[config.mk]
export PLATFORM = sky130hd
export DESIGN_NAME = kernelConvolver
export DESIGN_NICKNAME = d
export VERILOG_FILES = /design/src/hw/convPkg.sv /design/src/hw/kernelConvolver.sv
export SDC_FILE = /design/constraint.sdc
export NUM_CORES = 1
export LEC_CHECK = 0
export ABC_AREA = 1
export BUFFER_PORTS_ARGS = -buffer_cell sky130_fd_sc_hd__clkbuf_2
export CORE_MARGIN = 2
export CORE_UTILIZATION = 49
export DETAILED_ROUTE_END_ITERATION = 10
export PLACE_DENSITY = 0.7
export SETUP_SLACK_MARGIN = 0.4
export SLEW_MARGIN = 25
export SYNTH_ARGS = -nofsm -noshare
export SYNTH_HDL_FRONTEND = slang
export SYNTH_SLANG_ARGS = --single-unit
[constraint.sdc]
create_clock -name i_CLK -period 3.3 [get_ports i_CLK]
set_input_delay 0.165 -clock i_CLK [delete_from_list [all_inputs] [get_ports i_CLK]]
set_output_delay 0.165 -clock i_CLK [all_outputs]
set_load 0.02 [all_outputs]
[src/hw/convPkg.sv]
`default_nettype none

package convPkg;

    // datapath widths
    localparam int NB_ADDRESS  = 10;
    localparam int NB_PIXEL    = 8;
    localparam int NB_COEF     = 4;
    localparam int NB_RESULT   = 20;
    localparam int NB_PRODUCT  = NB_PIXEL + 1 + NB_COEF;

    // one bank per window column
    localparam int NB_BANKS    = 3;
    localparam int NB_BANK_IDX = $clog2(NB_BANKS);
    localparam int BANK_DEPTH  = 2 ** NB_ADDRESS;

    // bank read, window shift, multiply, sum
    localparam int CONV_LATENCY = 4;
    // rows read before the first full window
    localparam int WINDOW_FILL  = 2;

    // laplacian edge detect, indexed [row][column]
    localparam logic signed [NB_COEF-1:0] KERNEL [NB_BANKS][NB_BANKS] = '{
        '{ 4'sd0, -4'sd1,  4'sd0},
        '{-4'sd1,  4'sd4, -4'sd1},
        '{ 4'sd0, -4'sd1,  4'sd0}
    };

    typedef struct packed {
        logic [NB_ADDRESS-1:0] wrAddr;
        logic [NB_BANKS-1:0]   wrSel;
        logic [NB_ADDRESS-1:0] rdAddr;
    } bankCtrl_t;

endpackage

`default_nettype wire

[src/hw/kernelConvolver.sv]
`timescale 1ns/1ps
`default_nettype none

module kernelConvolver
    import convPkg::*;
(
    input  wire                                i_CLK,
    input  wire                                i_reset,
    input  wire  [NB_BANKS-1:0][NB_PIXEL-1:0]  i_columns,
    input  wire  [NB_BANK_IDX-1:0]             i_oldestBank,
    input  wire                                i_valid,
    output logic signed [NB_RESULT-1:0]        o_result,
    output logic                               o_resultValid
);

    logic                          validQ;
    logic [1:0]                    fillCount;
    logic                          winValid;
    logic                          prodValid;
    logic [NB_PIXEL-1:0]           ageCol [NB_BANKS];
    // window[column][row], row 0 is the top
    logic [NB_PIXEL-1:0]           window [NB_BANKS][NB_BANKS];
    logic signed [NB_PRODUCT-1:0]  product [NB_BANKS][NB_BANKS];
    logic signed [NB_RESULT-1:0]   productSum;

    // column 0 is the oldest loaded column
    always_comb begin
        int bankIdx;
        for (int c = 0; c < NB_BANKS; c++) begin
            bankIdx   = (int'(i_oldestBank) + c) % NB_BANKS;
            ageCol[c] = i_columns[bankIdx];
        end
    end

    always_ff @(posedge i_CLK) begin
        if (i_reset) begin
            validQ        <= 1'b0;
            fillCount     <= '0;
            winValid      <= 1'b0;
            prodValid     <= 1'b0;
            o_resultValid <= 1'b0;
        end else begin
            // bank data arrives one cycle after its read address
            validQ        <= i_valid;
            winValid      <= validQ && (fillCount == 2'(WINDOW_FILL));
            prodValid     <= winValid;
            o_resultValid <= prodValid;
            if (!validQ) begin
                fillCount <= '0;
            end else if (fillCount != 2'(WINDOW_FILL)) begin
                fillCount <= fillCount + 1'b1;
            end
        end
    end

    always_ff @(posedge i_CLK) begin
        if (validQ) begin
            for (int c = 0; c < NB_BANKS; c++) begin
                window[c][0] <= window[c][1];
                window[c][1] <= window[c][2];
                window[c][2] <= ageCol[c];
            end
        end
    end

    always_ff @(posedge i_CLK) begin
        for (int r = 0; r < NB_BANKS; r++) begin
            for (int c = 0; c < NB_BANKS; c++) begin
                product[r][c] <= $signed({1'b0, window[c][r]}) * KERNEL[r][c];
            end
        end
    end

    always_comb begin
        productSum = '0;
        for (int r = 0; r < NB_BANKS; r++) begin
            for (int c = 0; c < NB_BANKS; c++) begin
                productSum = productSum + NB_RESULT'(product[r][c]);
            end
        end
    end

    always_ff @(posedge i_CLK) begin
        o_result <= productSum;
    end

    // a result needs three consecutive rows behind it
    fullWindow: assert property (@(posedge i_CLK) disable iff (i_reset)
        o_resultValid |-> $past(validQ, 3) && $past(validQ, 4) && $past(validQ, 5));

endmodule

`default_nettype wire

; Word-level counts from Yosys, hierarchy flattened
; Memory sizes are Yosys's and may differ from the RTL's.
; Cells that the tools add are included.
[classes]
mux = 11
n_bitwise = 1
eq_ne = 2
addsub = 15
n_div = 3
magnitude_cmp = 3
reduce_logical = 2
[op_table]
columns = operator, count
row1 = < comparator 32 x 4 -> 1 bit (second input constant), 3
row2 = remainder unit 32 x 3 -> 32 bit (second input constant), 2
row3 = negation 8 -> 13 bit, 4
row4 = binary-select mux 8 bit (select 2 bit), 3
row5 = 2-to-1 mux 8 bit, 6
row6 = remainder unit 3 x 3 -> 32 bit (second input constant), 1
row7 = adder 19 x 13 -> 20 bit, 1
row8 = adder 20 x 13 -> 20 bit, 1
row9 = adder 18 x 13 -> 19 bit, 1
row10 = adder 17 x 13 -> 18 bit, 1
row11 = adder 16 x 13 -> 17 bit, 1
row12 = adder 15 x 13 -> 16 bit, 1
row13 = adder 14 x 13 -> 15 bit, 1
row14 = adder 13 x 13 -> 14 bit, 1
row15 = adder 2 x 1 -> 3 bit (second input constant), 1
row16 = adder 2 x 2 -> 3 bit (second input constant), 1
row17 = adder 2 x 1 -> 2 bit (second input constant), 1
row18 = == test 2 bit (second input constant), 1
row19 = 2-to-1 mux 1 bit, 2
row20 = inequality test 2 bit (second input constant), 1
row21 = OR reduction 2 bit, 1
row22 = logical AND 1 bit, 1
row23 = NOT 1 bit, 1
[totals]
mem_count = 2
reg_bits = 26
mem_bits_rw = 189
output_inout_bits = 21
word_cells = 45
[mem_list]
columns = memory, words, width, read_ports, rd_clocked_by_memory_dff, write_ports, line_no
row1 = product, 3, 39, 3, 0, 3, kernelConvolver.sv:23  ; logic signed [NB_PRODUCT-1:0] product [NB_BANKS][NB_BANKS];
row2 = window, 3, 24, 3, 0, 3, kernelConvolver.sv:22  ; logic [NB_PIXEL-1:0] window [NB_BANKS][NB_BANKS];

; Depth between registers and ports, before layout
; An unclocked memory read counts as a cell.
[depth]
word_depth = 9
depth_mapped = 16
ltp_nobuf = 16

; Worst setup path before layout
; No wires, ideal clock.
[synth_timing]
path_kind = register to register
from = memory product[2][15] (netlist bit)
to = register o_result[14]
required_time_ps = 3187
slack_ps = 251
period_less_slack_ps = 3049
path_stages_with_launch = 15
setup_ps = 113
arrival_time_ps = 2936
path_buffers = 0
path_cell_list = dfxtp_1 -> inv_1 -> fa_1 -> inv_1 -> fa_1 -> fa_1 -> ha_1 -> inv_1 -> fa_1 -> inv_1 -> nand3_1 -> nand3_1 -> nand3_1 -> nand4_1 -> nand2_1
[synth_rtl]
columns = item, line_no
row1 = "start, declared", kernelConvolver.sv:23
row2 = "end signal, assigned", kernelConvolver.sv:84  ; o_result <= productSum;
row3 = "end, declared", kernelConvolver.sv:12  ; output logic signed [NB_RESULT-1:0] o_result,

==> impl_metrics.tcl <==
set metrics [dict create \
    dp_hpwl_um 7950 \
    slew_viol_final 0 \
    clock_latency_ns 0.41 \
    grtUsageTotal_pct 17.1 \
    dr.max_layer_used "met4" \
    cts_tree "built" \
    fin_total_pwr_mw 5.50 \
    synth.top_cell.area_share_pct 26.1 \
    syn_avg_cell_area_um2 9.79 \
    period_share_pct 93.3 \
    chipWidth_um 119 \
    path_clk_slew_ns 0.06 \
    clock-root-buffer "clkbuf_16" \
    wirelength_um 11400 \
    diodes 0 \
    regToRegStartpoint "product[1][15]$_DFF_P_" \
    antenna_found_initial 0 \
    cp-start-kind "flip-flop" \
    cp-startpoint "product[1][15]$_DFF_P_" \
    die_y_um 119 \
    async_reset_ff_share_pct 0 \
    htreeDepth 4 \
    worst_slack_ns 0.221 \
    yosys_most_used_dff "dfxtp_1" \
    postSynthNetCount 750 \
    fmax_mhz 325 \
    grt_max_degree 31 \
    core-area_um2 12700 \
    drt-initial-drc-count 305 \
    rsz0062_at_grt "yes" \
    clk_path_buf_depth 2 \
    grt_pass1_vias 4354 \
    synth_area_leaders "edfxtp_1 (26%), dfxtp_1 (25%), fa_1 (11%), inv_1 (9.9%), nand2_1 (5.9%)" \
    m1WireLength_um 4910 \
    worstPathMaxFanout 3 \
    finalHoldViolCount 0 \
    area_growth_pct 22.0 \
    maxCapViolCount 0 \
    ant_nets 0 \
    p_sw_share_pct 32.2 \
    min_from "i_columns[12]" \
    final_nets 826 \
    tightest_slew_ns 0.695 \
    relSlewSlack_pct 53.6 \
    cp.arrival_ns 3.38 \
    drt_first_pass_iters 5 \
    syn_inst 658 \
    worstHoldPathType "input pin to flip-flop" \
    finalSetupViolCount 0 \
    die_area_um2 14100 \
    crit_type "flip-flop to flip-flop" \
    p_leak_nw 3.77 \
    pwr-share-clk_pct 31.7 \
    setup_tns_ns 0 \
    status "complete, no violations" \
    grt_pass1_wl_um 19100 \
    grt-ovfl-total 0 \
    synth.top_cells.by_count "inv_1 (170), nand2_1 (101), dfxtp_1 (82), edfxtp_1 (56), o21ai_0 (46)" \
    yosysMostFrequentCell "inv_1" \
    yosysTopAreaCell "edfxtp_1" \
    synth_edf_count 56 \
    clkSinkCount 138 \
    ys_warn_count 0 \
    cts_buffers 17 \
    rows 41 \
    fin_crit_ns 3.08 \
    pwr-share-comb_pct 31.2 \
    fin_worst_skew_ns 0.0167 \
    port_buffers 49 \
    dr_wl_met3_um 375 \
    path_cells "inv_2 -> fa_1 -> inv_1 -> fa_1 -> fa_1 -> ha_2 -> inv_2 -> fa_2 -> inv_2 -> nand4_1 -> nand2_2 -> nand2_2 -> nand3_2 -> nand2_1" \
    endpoint_kind "flip-flop" \
    fillers 995 \
    gp_congestion 0.884 \
    switchingPower_mw 1.77 \
    preCtsSetupSlack_ns 0.147 \
    drive_gt1_share_pct 24.6 \
    power_density_nw_per_um2 700 \
    intPower_mw 3.73 \
    viasPerCell 4.67 \
    yosys_register_bits 138 \
    dr_total_vias 4290 \
    synth_area_um2 6440 \
    route.detailed.drc 0 \
    p_seq_share_pct 37.1 \
    wl_per_cell_um 12.4 \
    seq_area_frac_synth_pct 51.6 \
    cp.required_ns 3.60 \
    slowest_stage "fa_1" \
    synthDistinctLibCells 23 \
    wl_met2_um 5850 \
    cp_slowest_stage_delay_ns 0.52 \
    start_util_pct 50.6 \
    peakVddDrop_uv 414 \
    io_pins 50 \
]
-- power groups by stage --
stage	Clock (mW)	Combinational, mW	Sequential [mW]
CTS	1.78	1.55	2.04
global route	1.85	1.89	2.06
finish	1.74	1.72	2.04
detailed placement	0	1.29	2.08
global placement	0	1.25	2.07
floorplan	0	0.820	2.22
-- worst paths after layout --
| check | end | slack [ns] | cells after the start |
|---|---|---|---|
| worst max-delay path | o_result[18]$_DFF_P_ | 0.22 | 14 |
| worst min-delay path | window[2][4]$_DFFE_PP_ | 0.08 | 3 |
| worst max register to register | o_result[18]$_DFF_P_ | 0.22 | 14 |
| worst min register to register | product[1][16]$_DFF_P_ | 0.36 | 0 |
-- critical path: cells and delay by family (launching register included) --
kind	cells	cell delay [ns]
fa+ha+maj	5	1.99
buf+inv	4	0.19
simple gates	5	0.44
flops	1	0.33
-- registers in the layout, indices dropped and copies added (netlist names) --
register,count
winValid,1
product,56
o_result,20
o_resultValid,1
window,56
prodValid,1
validQ,1
fillCount,2
-- layout make-up --
class	instances	area, um^2	area share [%]
flip-flops and latches	138	3330	42.4
multi-input cells	341	2740	34.8
inverters	173	654	8.32
clock buffers	17	425	5.41
repair buffers	63	369	4.70
well taps	172	215	2.74
clock inverters	15	125	1.59
-- per-layer routing --
layer	vias to the layer above	global-route usage (%)
li1	2171	-
met1	1966	19.7
met4	0	7.29
met3	28	4.20
met2	125	30.0
met5	-	0
-- metrics by stage --
stage | area [um^2] | hold slack [ns] | util [%] | cells
4_1_cts | 7750 | 0.0685 | 60.9 | 918
5_1_grt | 7860 | 0.0929 | 61.8 | 919
3_3_place_gp | 6950 | 0.350 | 54.7 | 874
6_report | 7860 | 0.0841 | 61.8 | 919
2_1_floorplan | 6530 | 0.236 | - | 658
3_5_place_dp | 6950 | 0.359 | 54.7 | 874
-- cells in the final DEF, fill, tap and decap left out, types with 7 or more instances in the layout --
cell type,instances
ha_4,8
dfxtp_2,8
inv_2,23
dfxtp_1,74
fa_1,33
nor2_1,27
buf_4,8
nand2_2,20
nand3_1,10
nand2_1,78
xor2_1,24
clkbuf_16,17
xnor2_1,7
ha_1,19
a21oi_1,28
o21ai_0,46
nand3_2,10
edfxtp_1,56
clkbuf_2,49
inv_1,148
-- what timing repair did --
item                                    in CTS  in global routing
hold buffers                                 3                  0
pin swaps                                   29                 24
gates resized for setup                     46                 33
setup buffers                                9                  1
endpoints found under the setup margin      15                 16
hold endpoints to repair                     3                  0
-- kinds of logic after synthesis --
| logic type | after synthesis | share of synthesized area (%) |
|---|---|---|
| AOI/OAI and AO/OA | 81 | 6.39 |
| xor gates and xnor gates | 31 | 4.21 |
| adders and majority gates | 63 | 16.3 |
| DFF | 138 | 51.6 |
| and+or+nand+nor | 166 | 10.8 |
| buffers and inverters | 179 | 10.7 |
No activity file was read; power rests on OpenSTA's default activity.
