==> src/hw/convPkg.sv <==
`default_nettype none

package convPkg;

    // datapath widths
    localparam int NB_ADDRESS  = 10;
    localparam int NB_PIXEL    = 8;
    localparam int NB_COEF     = 4;
    localparam int NB_RESULT   = 20;
    localparam int NB_PRODUCT  = NB_PIXEL + 1 + NB_COEF;

    // one bank per window column
    localparam int NB_BANKS    = 3;
    localparam int NB_BANK_IDX = $clog2(NB_BANKS);
    localparam int BANK_DEPTH  = 2 ** NB_ADDRESS;

    // bank read, window shift, multiply, sum
    localparam int CONV_LATENCY = 4;
    // rows read before the first full window
    localparam int WINDOW_FILL  = 2;

    // laplacian edge detect, indexed [row][column]
    localparam logic signed [NB_COEF-1:0] KERNEL [NB_BANKS][NB_BANKS] = '{
        '{ 4'sd0, -4'sd1,  4'sd0},
        '{-4'sd1,  4'sd4, -4'sd1},
        '{ 4'sd0, -4'sd1,  4'sd0}
    };

    typedef struct packed {
        logic [NB_ADDRESS-1:0] wrAddr;
        logic [NB_BANKS-1:0]   wrSel;
        logic [NB_ADDRESS-1:0] rdAddr;
    } bankCtrl_t;

endpackage

`default_nettype wire

==> src/hw/frameSequencer.sv <==
`timescale 1ns/1ps
`default_nettype none

module frameSequencer
    import convPkg::*;
(
    input  wire                          i_CLK,
    input  wire                          i_reset,
    input  wire                          i_load,
    input  wire                          i_SoP,
    input  wire                          i_pixValid,
    input  wire  [NB_ADDRESS-1:0]        i_imgLength,
    input  wire                          i_resultValid,
    output bankCtrl_t                    o_bankCtrl,
    output logic [NB_BANK_IDX-1:0]       o_oldestBank,
    output logic                         o_convValid,
    output logic [NB_ADDRESS-1:0]        o_resultWrAddr,
    output logic [NB_ADDRESS-1:0]        o_resultRdAddr,
    output logic                         o_EoP,
    output logic                         o_changeBlock
);

    typedef enum logic [1:0] {
        IDLE,
        LOAD_READ,
        PROCESS,
        WAIT_RELEASE
    } phase_t;

    phase_t                  phase;
    logic [NB_ADDRESS-1:0]   imgHeight;
    logic [NB_ADDRESS-1:0]   addrCount;
    logic [NB_ADDRESS-1:0]   wrCount;
    logic [NB_BANK_IDX-1:0]  wrPtr;
    logic                    pixValidQ;
    logic                    validRise;
    logic                    loading;
    logic                    tailDone;
    logic                    endOfProcess;
    logic                    changeBlock;
    logic                    convValid;
    logic                    bankWrite;
    logic                    lastResult;

    assign validRise  = i_pixValid && !pixValidQ;
    assign bankWrite  = (phase == LOAD_READ) && loading && validRise && !tailDone;
    assign lastResult = (wrCount == imgHeight - NB_ADDRESS'(2));

    always_ff @(posedge i_CLK) begin
        if (i_reset) begin
            pixValidQ    <= 1'b0;
            phase        <= IDLE;
            imgHeight    <= i_imgLength;
            addrCount    <= '0;
            wrCount      <= '0;
            wrPtr        <= '0;
            loading      <= 1'b0;
            tailDone     <= 1'b0;
            endOfProcess <= 1'b0;
            changeBlock  <= 1'b0;
            convValid    <= 1'b0;
        end else begin
            pixValidQ   <= i_pixValid;
            changeBlock <= 1'b0;
            case (phase)
                IDLE: begin
                    addrCount <= '0;
                    tailDone  <= 1'b0;
                    if (i_load && !i_SoP && !endOfProcess) begin
                        loading <= 1'b1;
                        phase   <= LOAD_READ;
                    end else if (!i_load && i_SoP && !endOfProcess) begin
                        wrCount   <= '0;
                        convValid <= 1'b1;
                        phase     <= PROCESS;
                    end else if (!i_load && !i_SoP && endOfProcess) begin
                        // results ready, host reads them back
                        loading <= 1'b0;
                        phase   <= LOAD_READ;
                    end
                end
                LOAD_READ: begin
                    if (validRise && !tailDone) begin
                        if (addrCount == imgHeight) begin
                            tailDone <= 1'b1;
                        end else begin
                            addrCount <= addrCount + 1'b1;
                        end
                    end
                    if (tailDone && !i_load) begin
                        phase <= IDLE;
                        if (loading) begin
                            changeBlock <= 1'b1;
                            wrPtr <= (wrPtr == NB_BANK_IDX'(NB_BANKS - 1)) ? '0 : wrPtr + 1'b1;
                        end else begin
                            endOfProcess <= 1'b0;
                        end
                    end
                end
                PROCESS: begin
                    if (addrCount != imgHeight) begin
                        addrCount <= addrCount + 1'b1;
                    end else begin
                        convValid <= 1'b0;
                    end
                    // write side trails the reads by the convolver latency
                    if (i_resultValid) begin
                        if (lastResult) begin
                            endOfProcess <= 1'b1;
                            phase        <= WAIT_RELEASE;
                        end else begin
                            wrCount <= wrCount + 1'b1;
                        end
                    end
                end
                WAIT_RELEASE: begin
                    if (!i_SoP) begin
                        phase <= IDLE;
                    end
                end
                default: phase <= IDLE;
            endcase
        end
    end

    assign o_bankCtrl = '{
        wrAddr: addrCount,
        wrSel:  bankWrite ? (NB_BANKS'(1) << wrPtr) : '0,
        rdAddr: addrCount
    };
    // next bank to overwrite holds the oldest column
    assign o_oldestBank   = wrPtr;
    assign o_convValid    = convValid;
    assign o_resultWrAddr = wrCount;
    assign o_resultRdAddr = addrCount;
    assign o_EoP          = endOfProcess;
    assign o_changeBlock  = changeBlock;

    // every pixel write lands in exactly one of the three banks
    wrSelOneHot: assert property (@(posedge i_CLK) disable iff (i_reset)
        bankWrite ? $onehot(o_bankCtrl.wrSel) : (o_bankCtrl.wrSel == '0));

    // first result lands a fixed number of cycles after the first read
    firstResultTiming: assert property (@(posedge i_CLK) disable iff (i_reset)
        $rose(o_convValid) |-> ##(CONV_LATENCY + WINDOW_FILL) $rose(i_resultValid));

    noResultAfterEoP: assert property (@(posedge i_CLK) disable iff (i_reset)
        o_EoP |-> !i_resultValid);

endmodule

`default_nettype wire

==> config.mk <==
export PLATFORM = sky130hd
export DESIGN_NAME = frameSequencer
export DESIGN_NICKNAME = d
export VERILOG_FILES = /design/src/hw/convPkg.sv /design/src/hw/frameSequencer.sv
export SDC_FILE = /design/constraint.sdc
export NUM_CORES = 1
export LEC_CHECK = 0
export ABC_AREA = 0
export BUFFER_PORTS_ARGS = -buffer_cell sky130_fd_sc_hd__buf_2
export CORE_MARGIN = 5
export CORE_UTILIZATION = 40
export CTS_BUF_LIST = sky130_fd_sc_hd__clkbuf_8
export DETAILED_ROUTE_END_ITERATION = 8
export PLACE_DENSITY = 0.64
export SLEW_MARGIN = 20
export SYNTH_ARGS = -nofsm -noshare
export SYNTH_HDL_FRONTEND = slang
export SYNTH_SLANG_ARGS = --single-unit
==> constraint.sdc <==
create_clock -name i_CLK -period 2.5 [get_ports i_CLK]
set_clock_uncertainty 0.2 [all_clocks]
set_input_delay 0.125 -clock i_CLK [delete_from_list [all_inputs] [get_ports i_CLK]]
set_output_delay 0.125 -clock i_CLK [all_outputs]
set_load 0.01 [all_outputs]
== Word level (Yosys, flattened, before mapping) ==
Index checks and enable logic that the tools add are counted.

* Output and inout port bits: 48
* Flip-flop bits (word level): 40

* $add $sub $neg: 4
* Equality and inequality tests: 22
* Bitwise operators: 2
* Shift operators: 1
* Reductions and logical operators: 32
* Mux-type cells: 35

{| class="wikitable"
|+ Operator list
! kind !! number
|-
| two-way mux 10 bit || 7
|-
| one-hot mux 10 bit (3 select lines) || 1
|-
| inequality test 2 bit, second input constant || 11
|-
| adder 10 x 1 -> 10 bit, second input constant || 2
|-
| equality test 10 bit || 2
|-
| one-hot mux 10 bit (2 select lines) || 1
|-
| two-way mux 2 bit || 8
|-
| AND reduction 5 bit || 3
|-
| two-way mux 1 bit || 13
|-
| logical AND 1 bit || 12
|-
| inequality test 10 bit || 1
|-
| subtractor 10 x 2 -> 10 bit, second input constant || 1
|-
| AND reduction 3 bit || 3
|-
| one-hot mux 2 bit (4 select lines) || 1
|-
| AND reduction 4 bit || 2
|-
| nonzero test 2 bit || 4
|-
| equality test 2 bit, second input constant || 3
|-
| inequality test 2 x 1 -> 1 bit, second input constant || 3
|-
| one-hot mux 1 bit (2 select lines) || 3
|-
| zero test 1 bit || 5
|-
| inequality test 4 bit, second input constant || 1
|-
| two-way mux 3 bit || 1
|-
| nonzero test 3 bit || 1
|-
| OR reduction 3 bit || 1
|-
| 5 further kinds || 6
|}

== Depth between registers and ports, before layout ==
* Depth in word-level cells: 7
* Depth in mapped cells: 9

== Worst setup path before layout ==
OpenSTA, ideal clock, no wires.

* Path kind: register -> register
* Start: register imgHeight[1]
* End: register wrCount[6] (netlist: o_resultWrAddr[6])
* Data required time: 2228 ps
* Clock period less this slack: 2695 ps
* Library setup time: 72 ps
* Stages on the path, launching flop included: 10
* Path slack: -195 ps
* Arrival time: 2424 ps
* Buffers on the path: 0
* Path through: edfxtp_1 > inv_1 > ha_1 > nor4b_4 > a311oi_1 > o32ai_1 > o211a_1 > o2111ai_2 > or4_1 > a21oi_1

* Cells in the longest elaborated chain, start to end: 4

{| class="wikitable"
|+ Ends and longest elaborated chain
! what !! RTL line !! text
|-
| from (decl) || frameSequencer.sv:31 || <nowiki>logic [NB_ADDRESS-1:0] imgHeight;</nowiki>
|-
| from (signal assigned) || frameSequencer.sv:53 || <nowiki>imgHeight <= i_imgLength;</nowiki>
|-
| subtractor 10 x 2 -> 10 bit || frameSequencer.sv:47 || <nowiki>assign lastResult = (wrCount == imgHeight - NB_ADDRESS'(2));</nowiki>
|-
| equality test 10 bit || frameSequencer.sv:47 ||
|-
| inequality test 2 bit (no line) || - ||
|-
| AND reduction 5 bit (no line) || - ||
|-
| to (signal assigned) || frameSequencer.sv:112 || <nowiki>wrCount <= wrCount + 1'b1;</nowiki>
|-
| to (decl) || frameSequencer.sv:33 || <nowiki>logic [NB_ADDRESS-1:0] wrCount;</nowiki>
|}

No other way between the ends.
A chain may end at the register's enable or synchronous reset.

== Final worst setup path ==
* Start: register imgHeight[3]
* End: register wrCount[8] (netlist: o_resultWrAddr[8])

Same word-level chain as after synthesis.

==> metrics.cfg <==
[status]
status=complete, but fails checks
violations=setup timing

[global_route]
grt_max_degree=25
antenna_found_initial=0
grt_pass1_vias=2397
grt_usage_pct=17.5
grt_pass1_wl_um=11800
overflow=0

[final_layout]
final_cell_mix=buf_2 (63), buf_4 (40), dfxtp_1 (30)
nets=413
num_antenna_cells=0
fin_cells=466
syn_to_final_growth_pct=39.5
final_common_cell=buf_2
drive_gt1_share_pct=38.6

[synth]
yosys_warnings=0
netlist_instances=288
ys_seq_area_share_pct=35.2
synth_area_um2=2560
synth_cell_types=47
synth_compound_area_share_pct=15.8
synth-simple-area-share_pct=25.1
synth_edf_count=10
async_flop_share_pct=0
ys_ff_latch=40
synthXorXnorAreaFrac_pct=8.21
postSynthAreaPerCell_um2=8.89
synthFlopType=dfxtp_1
synth.net_count=313
synth_mux_area_share_pct=2.35
synth_top_family_by_area=simple AND/OR/NAND/NOR gates
synth_adder_area_share_pct=4.40

[power]
irDropWorstVdd_uv=344
p_sw_share_pct=36.2
power_frac_seq_pct=36.2
cellPowerDensity_nw_per_um2=590
combPwrFrac_pct=40.8
clkPwrFrac_pct=23.0
p_switching_uw=763
leakage_nw=1.57
internal_power_mw=1.34

[worst_setup_path]
critPathLaunchType=register
path_cells=buf_6 -> nor3_2 -> a311oi_2 -> o32ai_2 -> o211a_1 -> buf_6 -> o2111ai_4 -> or4_4 -> a21oi_2
crit_top_cell=buf_6
ff2ff_path_depth=9
regToRegSetupSlack_ns=-0.20
path_buf_inv=2
slowest_delay_ns=0.55
cp-endpoint=o_resultWrAddr[8]
cp_data_arrival_time_ns=2.74
timing.rr.start=imgHeight[3]
crit_family=compound AO/OA/AOI/OAI gates
worstPathRequired_ns=2.54
path_depth=9
crit_type=reg2reg
r2r_end=o_resultWrAddr[8]
critical_path.startpoint=imgHeight[3]
crit_fanout=7
cp-end-kind=register
slowest_stage=or4_4

[sta]
hold_violations=0
slew_headroom_pct=50.4
worst_pin_slew_ns=0.736
fin_setup_tns_ns=-1.74
fin_crit_sh_pct=108
finalCriticalPeriod_ns=2.70
setup_violations=13
max_freq_mhz=370
finalHoldWorstSlack_ns=0.0448
maxSlewViolCount=0
grt_setup_unrepaired=yes
fin_ws_ns=-0.201

[die]
dieArea_um2=8100
start_util_pct=40.8
rows=29
coreArea_um2=6280
fp.dieH_um=90
die_w_um=90
pin_count=64

[cts]
clockBufferDepth=2
clkTransAtPathRegs_ns=0.08
clk_latency_ns=0.30
tritoncts=yes
htree_levels=2
cts_buffers=5
clock_sinks=40
cts_root_buf=clkbuf_8

[detailed_routing]
ant_nets=0
via_per_inst=5.33
wirelength_um=7150
top_layer=met4
first_pass_iters=4
wl_met3_um=237
wire_per_inst_um=15.4
route.met2.wl_um=3560
met1Wirelength_um=3260
first_iter_violations=97
remaining_drc_errors=0
vias=2486

[hold_path]
hold_start=i_resultValid
hp-class=in2reg

[placement]
place_congestion=0.828
portBuffers=63
hpwl_um=5110
placed_cells=434

[run]
max_cap_viol_count=0

==> worst min path at each step <==
stage	cells past startpoint	endpoint
after CTS	4	o_resultWrAddr[2]
after global routing	4	o_resultWrAddr[2]
final	4	o_resultWrAddr[2]
after global placement	1	imgHeight[9]
after floorplan	0	imgHeight[0]
after detailed placement	1	imgHeight[9]
==> synth_stat cells, types with 6 or more instances <==
| cell type | instances | area [um2] |
|---|---|---|
| ha_1 | 9 | 113 |
| inv_1 | 12 | 45.0 |
| nand2_1 | 27 | 101 |
| edfxtp_1 | 10 | 300 |
| or3_1 | 6 | 37.5 |
| nor2_1 | 19 | 71.3 |
| a21oi_1 | 11 | 55.1 |
| nand2b_1 | 7 | 43.8 |
| o21ai_0 | 14 | 70.1 |
| nor3b_1 | 9 | 67.6 |
| nand3_1 | 10 | 50.1 |
| mux2i_1 | 6 | 60.1 |
| dfxtp_1 | 30 | 601 |
| a32o_1 | 8 | 80.1 |
| xnor2_1 | 8 | 70.1 |
| buf_4 | 21 | 158 |
| nor3_1 | 10 | 50.1 |
| xor2_1 | 16 | 140 |
==> metrics by stage <==
step           util, %  setup slack [ns]  power (mW)  cell area (um2)
6_report          56.9            -0.201        2.11             3570
5_1_grt           56.9            -0.341        2.24             3570
4_1_cts           53.8            -0.165        2.01             3380
3_5_place_dp      48.6            -0.171        1.46             3050
3_3_place_gp      48.6           -0.0700        1.45             3050
2_1_floorplan        -           -0.0369        1.23             2580
==> registers in the layout, summed over array words and instances, names as in the netlist <==
register        flops
o_resultRdAddr     10
o_resultWrAddr     10
o_EoP               1
o_oldestBank        2
o_convValid         1
o_changeBlock       1
imgHeight          10
phase               2
pixValidQ           1
tailDone            1
loading             1
==> kinds of logic (layout without fill, tap and decap cells) <==
family / count (synthesis) / in the layout
buffers and inverters: 38 / 137
AOI/OAI and AO/OA: 54 / 54
adders and majority gates: 9 / 9
DFF: 40 / 40
muxes: 6 / 6
and+or+nand+nor: 117 / 119
xor gates and xnor gates: 24 / 24
==> area by class of cell <==
class                      instances  area (um2)
timing repair buffer             117         768
inverter                          12        45.0
multi-input combinational        212        1660
clock inverter                     1        3.75
fill                             545        2710
clock buffer                       7        96.3
sequential                        40         901
tap                               77        96.3
==> layer usage <==
metal / track usage [%] / vias to the layer above
li1: - / 1230
met1: 23.2 / 1200
met2: 28.1 / 47
met3: 3.26 / 9
met4: 6.58 / 0
met5: 0 / -
==> power groups by stage <==
stage | Combinational (mW) | Sequential [mW] | Clock [mW]
after global placement | 0.677 | 0.776 | 0
after CTS | 0.749 | 0.762 | 0.498
final | 0.860 | 0.763 | 0.485
after detailed placement | 0.687 | 0.777 | 0
after floorplan | 0.449 | 0.782 | 0
after global routing | 0.949 | 0.771 | 0.525
==> timing repair <==
action,in CTS,in global routing
endpoints found under the hold margin,11,0
setup endpoints to repair,22,23
gates cloned,0,2
resized for setup,12,24
hold buffers,11,0
pin swaps,9,18
buffers inserted,7,6
==> tightest hold or removal path: cells and delay by family <==
kind                   cells  cell delay (ns)
buffers and inverters      1             0.13
AND/OR/NAND/NOR            1             0.07
XOR/XNOR                   1             0.07
AO/OA/AOI/OAI              1             0.11
Power figures use the tool's default switching activity.
